[config.mk]
export PLATFORM = sky130hd
export DESIGN_NAME = mic_top
export DESIGN_NICKNAME = d
export VERILOG_FILES = /design/src/mic_pkg.sv /design/src/cond_if.sv /design/src/cond_reg.sv /design/src/control_store.sv /design/src/loop_counter.sv /design/src/mic_top.sv /design/src/micro_seq.sv
export SDC_FILE = /design/constraint.sdc
export NUM_CORES = 1
export LEC_CHECK = 0
export BUFFER_PORTS_ARGS = -buffer_cell sky130_fd_sc_hd__buf_2
export CAP_MARGIN = 10
export CORE_AREA = 2 2 39 41
export DETAILED_ROUTE_END_ITERATION = 12
export DIE_AREA = 0 0 41 43
export PLACE_DENSITY = 0.66
export REMOVE_ABC_BUFFERS = 1
export SETUP_SLACK_MARGIN = 0.05
export SYNTH_ARGS = -nofsm -noshare
export SYNTH_HDL_FRONTEND = slang
export SYNTH_SLANG_ARGS = --single-unit
[constraint.sdc]
create_clock -name mclk -period 1.1 [get_ports mclk]
set_input_delay 0.055 -clock mclk [delete_from_list [all_inputs] [get_ports mclk]]
set_output_delay 0.055 -clock mclk [all_outputs]
set_load 0.02 [all_outputs]
[src/ucode.hex]
// one 16-bit microword per line from address 00, with the opcode in bits 15..14
// and the condition field or branch target in bits 11..0.
C003 // 00 ldcond, fs 3, tsel 0, lcc idle.
0A55 // 01 next, field bits must not load.
4004 // 02 jump over 03.
0000 // 03 skipped.
C096 // 04 ldcond, tsel 9, fs 6.
8009 // 05 branch to 09.
C067 // 06 ldcond, tsel 6 inverts with lcs_n high.
800A // 07 branch to 0a.
0000 // 08 next.
0000 // 09 next.
C028 // 0a ldcond, tsel 2 inverts with lcs_n high.
800D // 0b branch to 0d.
0000 // 0c next.
C0B9 // 0d ldcond, tsel b.
8010 // 0e branch to 10.
0000 // 0f next.
C17A // 10 ldcond, lcc load, tsel 7 picks loop zero.
0000 // 11 next, count reloads.
C47B // 12 ldcond, lcc decrement by one.
8016 // 13 branch out of the loop.
4013 // 14 jump back to 13.
0000 // 15 unused.
C17C // 16 ldcond, lcc load again.
CC7D // 17 ldcond, lcc decrement by two.
801A // 18 branch out of the loop.
4018 // 19 jump back to 18.
C2F1 // 1a ldcond, lcc clear, tsel f.
8000 // 1b branch to 00.
4000 // 1c jump to 00.
[src/mic_pkg.sv]
`default_nettype none

package mic_pkg;

  // ----------------------------------------
  // microword geometry.
  // ----------------------------------------
  localparam int uaddr_w = 8;   // control store address width.
  localparam int uword_w = 16;  // full microword.
  localparam int cond_w  = 12;  // condition field, bits 11..0 of the microword.
  localparam int flag_w  = 15;  // external test flags, loop zero sits above them.

  // sequencer opcode, microword bits 15..14. bits 13..12 are spare.
  // an all-zero word must decode as op_next.
  typedef enum logic [1:0] {
    op_next   = 2'b00,  // upc + 1.
    op_jump   = 2'b01,  // upc <= target address.
    op_branch = 2'b10,  // target address if the selected test is true.
    op_ldcond = 2'b11   // strobe cscond, upc + 1.
  } seq_op_e;

  // the 12-bit condition field is read two ways.
  // as condition bits on op_ldcond, and as a branch address on jump / branch.
  typedef union packed {
    struct packed {
      logic [3:0] lcc;       // loop counter control, 11..8.
      logic [3:0] tsel_raw;  // test select before lcs_n gating, 7..4.
      logic [3:0] fs;        // alu function select, 3..0.
    } cond;
    struct packed {
      logic [3:0] spare;     // unused in the address view.
      logic [7:0] addr;      // microprogram target.
    } target;
  } cond_field_u;

  // ----------------------------------------
  // loop counter control bits.
  // ----------------------------------------
  localparam int lcc_load  = 0;  // load from loop_init, highest priority.
  localparam int lcc_clear = 1;  // clear the count.
  localparam int lcc_dec   = 2;  // count down, saturating.
  localparam int lcc_step2 = 3;  // decrement by two instead of one.

endpackage

`default_nettype wire

[src/cond_if.sv]
`default_nettype none

// latched condition fields, condition register to sequencer and loop counter.
interface cond_if;

  logic [3:0] tsel;     // decoded test select.
  logic [3:0] fs;       // alu function select.
  logic [3:0] lcc;      // loop counter control.
  logic       acond_n;  // low inverts the selected test.

  modport src (output tsel, output fs, output lcc, output acond_n);

  modport seq (input tsel, input acond_n);  // test mux side.

  modport cnt (input lcc);  // loop counter side.

endinterface

`default_nettype wire

[src/cond_reg.sv]
`default_nettype none

module cond_reg (
  input  logic                mclk,
  input  logic                arst_n,
  input  mic_pkg::cond_field_u cs_field,
  input  logic                cscond,
  input  logic                lcs_n,
  cond_if.src                 cond
);

  import mic_pkg::*;

  cond_field_u field_q;    // latched condition bits.
  logic [3:0]  raw;        // latched test select, ungated.
  logic [3:0]  tsel;       // gated test select.
  logic        t_differ;   // tsel bits 2 and 1 disagree.
  logic        t_onezero;  // tsel bit 1 high with bit 0 low.

  // ----------------------------------------
  // condition flip-flops.
  // ----------------------------------------
  // twelve enabled flops, they recirculate unless cscond is high.
  always_ff @(posedge mclk or negedge arst_n) begin
    if (!arst_n) begin
      field_q <= '0;
    end else if (cscond) begin
      field_q <= cs_field;  // take the field at the end of the ldcond cycle.
    end
  end

  assign raw = field_q.cond.tsel_raw;

  // ----------------------------------------
  // test select decode.
  // ----------------------------------------
  // lcs_n low forces the select towards the unconditional group.
  assign tsel[3] = ~(lcs_n & raw[3]);  // high unless both are set.
  assign tsel[2] = lcs_n & raw[2];
  assign tsel[1] = lcs_n & raw[1];
  assign tsel[0] = lcs_n & raw[0];

  // a-condition, low means the test result is inverted.
  assign t_differ  = tsel[2] ^ tsel[1];
  assign t_onezero = tsel[1] & ~tsel[0];
  assign cond.acond_n = ~(tsel[3] & (t_differ | t_onezero));

  // outputs to the rest of the slice.
  assign cond.tsel = tsel;
  assign cond.fs   = field_q.cond.fs;   // only goes out as alu_fs.
  assign cond.lcc  = field_q.cond.lcc;  // held until the next strobe.

  // ----------------------------------------
  // checks.
  // ----------------------------------------
  // the held field may only move on the edge after a cscond cycle.
  a_field_hold : assert property (
    @(posedge mclk) disable iff (!arst_n)
      !$past(cscond) |-> $stable(field_q)
  );

endmodule

`default_nettype wire

[src/control_store.sv]
`default_nettype none

module control_store (
  input  logic [mic_pkg::uaddr_w-1:0] upc,
  output logic [mic_pkg::uword_w-1:0] uword
);

  import mic_pkg::*;

  localparam int depth = 2 ** uaddr_w;  // 256 microwords.

  logic [uword_w-1:0] rom [depth];

  // words missing from the image stay zero, which runs as op_next.
  initial begin
    for (int i = 0; i < depth; i++) begin
      rom[i] = '0;
    end
    $readmemh("/design/src/ucode.hex", rom);
  end

  assign uword = rom[upc];  // asynchronous read.

endmodule

`default_nettype wire

[src/loop_counter.sv]
`default_nettype none

module loop_counter (
  input  logic       mclk,
  input  logic       arst_n,
  input  logic [7:0] loop_init,
  cond_if.cnt        cond,
  output logic       loop_zero
);

  import mic_pkg::*;

  logic [7:0] count_q;   // current loop count.
  logic [7:0] step;      // decrement size.
  logic       dec_only;  // decrement with no load or clear.

  assign step = cond.lcc[lcc_step2] ? 8'd2 : 8'd1;  // step2 halves the loop.
  assign dec_only = cond.lcc[lcc_dec] & ~cond.lcc[lcc_load] & ~cond.lcc[lcc_clear];

  // load, then clear, then decrement.
  always_ff @(posedge mclk or negedge arst_n) begin
    if (!arst_n) begin
      count_q <= '0;
    end else if (cond.lcc[lcc_load]) begin
      count_q <= loop_init;
    end else if (cond.lcc[lcc_clear]) begin
      count_q <= '0;
    end else if (cond.lcc[lcc_dec]) begin
      // saturate at zero instead of wrapping.
      count_q <= (count_q > step) ? count_q - step : 8'd0;
    end
  end

  assign loop_zero = (count_q == 8'd0);  // flag 15 of the test mux.

  // a decrement never wraps the count upwards.
  a_no_wrap : assert property (
    @(posedge mclk) disable iff (!arst_n)
      dec_only |=> count_q <= $past(count_q)
  );

endmodule

`default_nettype wire

[src/mic_top.sv]
`default_nettype none

module mic_top (
  input  logic                        mclk,
  input  logic                        arst_n,
  input  logic                        lcs_n,
  input  logic [mic_pkg::flag_w-1:0]  flags,
  input  logic [7:0]                  loop_init,
  output logic [mic_pkg::uaddr_w-1:0] upc,
  output logic [3:0]                  alu_fs,
  output logic                        acond_n,
  output logic                        loop_zero
);

  import mic_pkg::*;

  logic [uword_w-1:0] uword;     // current microword.
  cond_field_u        cs_field;  // low 12 bits of it.
  logic               cscond;    // condition load strobe.

  cond_if cond_bus ();

  // ----------------------------------------
  // microprogram path.
  // ----------------------------------------
  control_store u_store (
    .upc   (upc),
    .uword (uword)
  );

  micro_seq u_seq (
    .mclk      (mclk),
    .arst_n    (arst_n),
    .uword     (uword),
    .flags     (flags),
    .loop_zero (loop_zero),
    .cond      (cond_bus.seq),
    .upc       (upc),
    .cs_field  (cs_field),
    .cscond    (cscond)
  );

  // condition state.
  cond_reg u_cond (
    .mclk     (mclk),
    .arst_n   (arst_n),
    .cs_field (cs_field),
    .cscond   (cscond),
    .lcs_n    (lcs_n),
    .cond     (cond_bus.src)
  );

  loop_counter u_loop (
    .mclk      (mclk),
    .arst_n    (arst_n),
    .loop_init (loop_init),
    .cond      (cond_bus.cnt),
    .loop_zero (loop_zero)
  );

  assign alu_fs  = cond_bus.fs;       // to the alu, outside this slice.
  assign acond_n = cond_bus.acond_n;

endmodule

`default_nettype wire

[src/micro_seq.sv]
`default_nettype none

module micro_seq (
  input  logic                          mclk,
  input  logic                          arst_n,
  input  logic [mic_pkg::uword_w-1:0]   uword,
  input  logic [mic_pkg::flag_w-1:0]    flags,
  input  logic                          loop_zero,
  cond_if.seq                           cond,
  output logic [mic_pkg::uaddr_w-1:0]   upc,
  output mic_pkg::cond_field_u          cs_field,
  output logic                          cscond
);

  import mic_pkg::*;

  seq_op_e            op;        // current opcode.
  logic [flag_w:0]    test_vec;  // flags with loop zero on top.
  logic               test_sel;  // flag picked by tsel.
  logic               test_ok;   // after the acond inversion.
  logic [uaddr_w-1:0] upc_inc;   // sequential address.
  logic [uaddr_w-1:0] upc_d;

  // ----------------------------------------
  // microword decode.
  // ----------------------------------------
  assign op       = seq_op_e'(uword[uword_w-1 -: 2]);
  assign cs_field = uword[cond_w-1:0];  // same bits, cond or target view.
  assign cscond   = (op == op_ldcond);  // one cycle per ldcond word.

  // ----------------------------------------
  // condition test mux.
  // ----------------------------------------
  assign test_vec = {loop_zero, flags};   // index 15 is loop zero.
  assign test_sel = test_vec[cond.tsel];
  assign test_ok  = test_sel ^ ~cond.acond_n;  // acond_n low inverts.

  // next address.
  assign upc_inc = upc + 1'b1;

  always_comb begin
    unique case (op)
      op_jump:   upc_d = cs_field.target.addr;
      op_branch: upc_d = test_ok ? cs_field.target.addr : upc_inc;
      default:   upc_d = upc_inc;  // op_next and op_ldcond.
    endcase
  end

  always_ff @(posedge mclk or negedge arst_n) begin
    if (!arst_n) begin
      upc <= '0;
    end else begin
      upc <= upc_d;  // one microword per cycle.
    end
  end

  // ----------------------------------------
  // checks.
  // ----------------------------------------
  // a cscond cycle never redirects the sequencer.
  a_cscond_ldcond : assert property (
    @(posedge mclk) disable iff (!arst_n)
      cscond |=> (upc == $past(upc) + 8'd1)
  );

endmodule

`default_nettype wire

# Word level (Yosys, flattened, before mapping)
# Cells that the tools add are included.
[totals] out_inout_bits=14 elab_cells=33 register_bits=28 input_bits=26
[op_classes] addsub=2 eq_ne=3 muxes=9 n_bitwise=12 magnitude_cmp=2 n_reduce_logical=2
[op_table] cell="8-bit two-way mux" count=5
[op_table] cell="8-bit one-hot mux with 2 select lines" count=1
[op_table] cell="8-bit by 1-bit adder with 8-bit output, second input constant" count=1
[op_table] cell="8-bit greater-than comparator" count=1
[op_table] cell="8-bit zero test" count=1
[op_table] cell="8-bit subtractor" count=1
[op_table] cell="1-bit bitwise AND" count=6
[op_table] cell="4-bit by 5-bit < comparator with 1-bit output, second input constant" count=1
[op_table] cell="1-bit binary-select mux with 4-bit select" count=1
[op_table] cell="2-bit == test, both inputs constant" count=2
[op_table] cell="1-bit inverter" count=3
[op_table] cell="3-bit nonzero test" count=1
[op_table] cell="2-bit by 1-bit == test with 1-bit output, both inputs constant" count=1
[op_table] cell="2-bit two-way mux" count=1
[op_table] cell="1-bit bitwise XOR" count=2
[op_table] cell="1-bit two-way mux" count=1
[op_table] cell="1-bit OR" count=1

# Logic depth before layout (Yosys ltp)
[depth] depth_word=8 depth_mapped=3 mapped_depth_nobuf=3

# Hierarchy
# A second synthesis with hierarchy kept.
[unflattened] cells_unflattened=217 area_unflattened_um2=2159.6
[modules_own_cells] module="micro_seq" seq_area_each_um2=200.2 instances=1 cells_each=98 area_each_um2=897.1
[modules_own_cells] module="cond_reg" seq_area_each_um2=300.3 instances=1 cells_each=41 area_each_um2=574.3
[modules_own_cells] module="loop_counter" seq_area_each_um2=200.2 instances=1 cells_each=61 area_each_um2=564.3
[modules_own_cells] module="control_store" seq_area_each_um2=0.0 instances=1 cells_each=17 area_each_um2=123.9

# Worst setup path before layout
# No wires, ideal clock.
[synth_timing] path_type="reg2reg" from="register u_seq.upc[0] in the netlist's numbering" to="register u_seq.upc[4] in the netlist's numbering" required_time_ns=0.970 setup_ns=0.130 path_buffers=0 arrival_ns=0.960 path_stages_with_launch=4 setup_slack_ns=0.010 synth_period_minus_slack_ns=1.090 path_cell_list="dfrtp_1 -> ha_1 -> nand3_1 -> xnor2_1"
[synth_via] elab_chain_cells=3
[synth_lines] element="from (decl)" line="micro_seq.sv:10" source="output logic [mic_pkg::uaddr_w-1:0] upc,"
[synth_lines] element="from (signal assigned)" line="micro_seq.sv:53" source="upc <= upc_d;"
[synth_lines] element="8-bit by 1-bit adder with 8-bit output *" line="micro_seq.sv:39" source="assign upc_inc = upc + 1'b1;"
[synth_lines] element="8-bit two-way mux" line="micro_seq.sv:44" source="op_branch: upc_d = test_ok ? cs_field.target.addr : upc_inc;"
[synth_lines] element="8-bit one-hot mux with 2 select lines *" line="micro_seq.sv:42" source="unique case (op)"
[synth_lines] element="via u_seq.upc_d[4]" line="micro_seq.sv:22" source="logic [uaddr_w-1:0] upc_d;"
# Mark *: on every way through the listed nets, which the timed path passes. The rest lies on a longest branch.
# A chain may end at the register's enable or synchronous reset.

# Worst setup path after layout
# Same ends and word-level chain as after synthesis.

==> metrics <==
Worst Path Required=roughly 1.2 ns; vias per cell=3.80; number of detailed-route iterations in the first pass=4; arrival time of data at the critical path endpoint=about 1.1 ns; FF-to-FF path depth=3; placeable core area=roughly 1400 sq um; overall routing resource usage=0.0801; gr ovfl total=0; registers with the highest flip-flop counts=u_seq.upc (8); peak ir drop on the vdd network=between 0.5 and 0.6 mV; timing-limited maximum frequency=between 1000 and 1500 MHz; final cell area excluding filler cells=roughly 460 sq um; Syn. warnings=0; Min Clock Period, post-route=a little under 1 ns; mapped cell area=around 360 sq um; leading post-synthesis cells by cell area=sky130_fd_sc_hd__dfrtp_1, sky130_fd_sc_hd__buf_4, sky130_fd_sc_hd__xnor2_1; Antenna Nets Post-Route=0; met3 track demand over resource=0.0942; Clock Pin Slew Worst Setup and Hold Paths=0.05 ns; vias in the first global route=189; DRC viols=0; top-area cell type share of the netlist area=0.550; register with the most flip-flops=u_seq.upc; half-perimeter wire length of the detailed placement result=between 400 and 500 um; leading area contributor after synthesis=sky130_fd_sc_hd__dfrtp_1; Total Routed Length=around 540 um; Post-Place Cell Area=approximately 410 sq um; die boundary width=approximately 41 um; cell count after synthesis=31; initial antenna violation count=0; CTS H-tree depth=1; final hold viol count=0; category of the most critical setup path=reg2reg; hold crit path type=in2async; total of buffers placed on input and output ports=9; post-synthesis average cell area=about 12 sq um; largest driver fanout on the critical path=5; Worst-Skew Late Latency=between 0.2 and 0.3 ns; chain of cells forming the critical path=ha_2 -> nand3_1 -> xnor2_1; sequential cell area fraction in the yosys report=0.550; net total in the final layout=74; Top FF cell, synth=sky130_fd_sc_hd__dfrtp_1; max cap viols=0; leading cell type by number of instances after synthesis=sky130_fd_sc_hd__dfrtp_1; final number of setup-violating endpoints=0; proportion of layout cells with a drive suffix above 1=0.400; Layout area overhead=25.8%; outcome=complete, no violations; largest clock skew in the final design=roughly 0.0016 ns; largest net degree at the start of global routing=9; post-route fraction of the period consumed by the critical path=0.888; DRC marker count from the first detailed-route iteration=6; share of the core filled with cells in the final layout=0.331; Routed wire per std cell=between 8 and 9 um; area enclosed by the die boundary=about 1800 sq um; number of buffers between clock root and the deepest sink=2; count of flip-flops with a built-in enable after synthesis=0; final weighted congestion in routability-driven placement=0.669; P per Cell Area=between 1000 and 1500 nW/um^2; setup repair after global routing missed its margin=no; final-report max-slew violation count=0; crit path launch type=register; met1 layer usage reported by global route=0.0997; top cell types by occurrence after synthesis=sky130_fd_sc_hd__dfrtp_1, sky130_fd_sc_hd__buf_4, sky130_fd_sc_hd__nand3_1, sky130_fd_sc_hd__xnor2_1, sky130_fd_sc_hd__conb_1; row cnt=14; met2 global-route usage=0.0875; via count of the routed design=between 200 and 250; most used routing layer in global routing=met1; Critical-path top delay cell=sky130_fd_sc_hd__dfrtp_1; count of clock tree sinks=8; wire length of the first global-routing pass=between 800 and 900 um; Worst setup EP type=register; initial standard-cell utilization of the core=0.263; number of clock buffers inserted by TritonCTS=3; number of I/O pins=40; Leakage=0.235 nW; Seq cells post-synth=8; flip-flop count of the largest register after layout=8; Clock Root Buffer=sky130_fd_sc_hd__clkbuf_4; TritonCTS clock tree=built; library cells used by synthesis=10; Chip Height=43 um; number of antenna repair diodes=0; Largest stage delay, worst path=approximately 0.41 ns; async set-or-reset flop fraction in the synthesized netlist=1.00; TNS Setup=0 ns
-- cell usage in the layout, fill, tap and decap left out --
cell,synthesis,final
sky130_fd_sc_hd__buf_2,0,9
sky130_fd_sc_hd__clkbuf_4,0,3
sky130_fd_sc_hd__conb_1,2,6
sky130_fd_sc_hd__dfrtp_1,8,7
sky130_fd_sc_hd__and3_1,1,1
sky130_fd_sc_hd__buf_4,6,3
sky130_fd_sc_hd__xnor2_1,5,5
sky130_fd_sc_hd__xor2_1,1,1
sky130_fd_sc_hd__ha_2,0,1
sky130_fd_sc_hd__inv_1,1,1
sky130_fd_sc_hd__dlygate4sd3_1,0,1
sky130_fd_sc_hd__dfrtp_2,0,1
sky130_fd_sc_hd__nand3_1,5,5
sky130_fd_sc_hd__and3_4,1,1
-- path summary, 6_finish.rpt --
path	slack, ns	startpoint	endpoint
worst max register to register	0.12	u_seq.upc[0]	u_seq.upc[4]
min in group mclk	0.47	u_seq.upc[7]	u_seq.upc[7]
worst max-delay path	0.12	u_seq.upc[0]	u_seq.upc[4]
worst min-delay path	0.18	arst_n	u_seq.upc[6]
max in group asynchronous	0.75	arst_n	u_seq.upc[1]
worst min register to register	0.47	u_seq.upc[7]	u_seq.upc[7]
-- layout make-up --
class	count	area, sq um
inverter	1	3.75
tap	16	20.0
clock buffer	3	22.5
timing repair buffer	13	77.6
sequential	8	201
multi-input combinational	20	133
fill	155	926
-- through the flow --
stage,cells,total power [W],setup slack (ns),hold WS (ns)
4_1_cts,60,0.000546,0.0798,0.172
3_5_place_dp,56,0.000324,0.100,-0.0969
3_3_place_gp,56,0.000324,0.109,-0.0969
6_report,61,0.000533,0.123,0.176
2_1_floorplan,29,0.000317,0.00999,-0.241
5_1_grt,61,0.000571,0.0602,0.197
-- worst max-delay path, delay by kind of cell (launching register included) --
kind                       cells  cell delay, ns
and+or+nand+nor                1            0.10
adders and majority gates      1            0.23
xor gates and xnor gates       1            0.13
DFF                            1            0.41
-- where the power goes --
| group | internal, W | switching (W) | leakage, nW |
|---|---|---|---|
| sequential | 0.000295 | 0 | 0.0956 |
| clock | 0.000124 | 0.0000865 | 0.0138 |
| combinational | 0.00000362 | 0.0000237 | 0.125 |
| total | 0.000422 | 0.000110 | 0.235 |
-- logic make-up (layout without fill, tap and decap cells) --
group         Yosys count  after routing  share of synthesized area
buf+inv                 7             17                      0.134
other cells             2              6                     0.0206
flops                   8              8                      0.550
simple gates            7              7                      0.117
xor+xnor                6              6                      0.144
fa+ha+maj               1              1                     0.0344
-- metal layers --
metal | up-vias | part of all wire
li1 | 115 | -
met1 | 102 | 0.45
met2 | 15 | 0.40
met3 | 0 | 0.15
met4 | 0 | 0
met5 | - | 0
-- timing repair --
| action | 4_1_cts | 5_1_grt |
|---|---|---|
| hold buffers | 1 | 0 |
| endpoints found under the hold margin | 8 | 0 |
| gates resized for setup | 0 | 2 |
| endpoints found under the setup margin | 0 | 2 |
| buffers inserted | 0 | 1 |
Power figures use the tool's default switching activity.
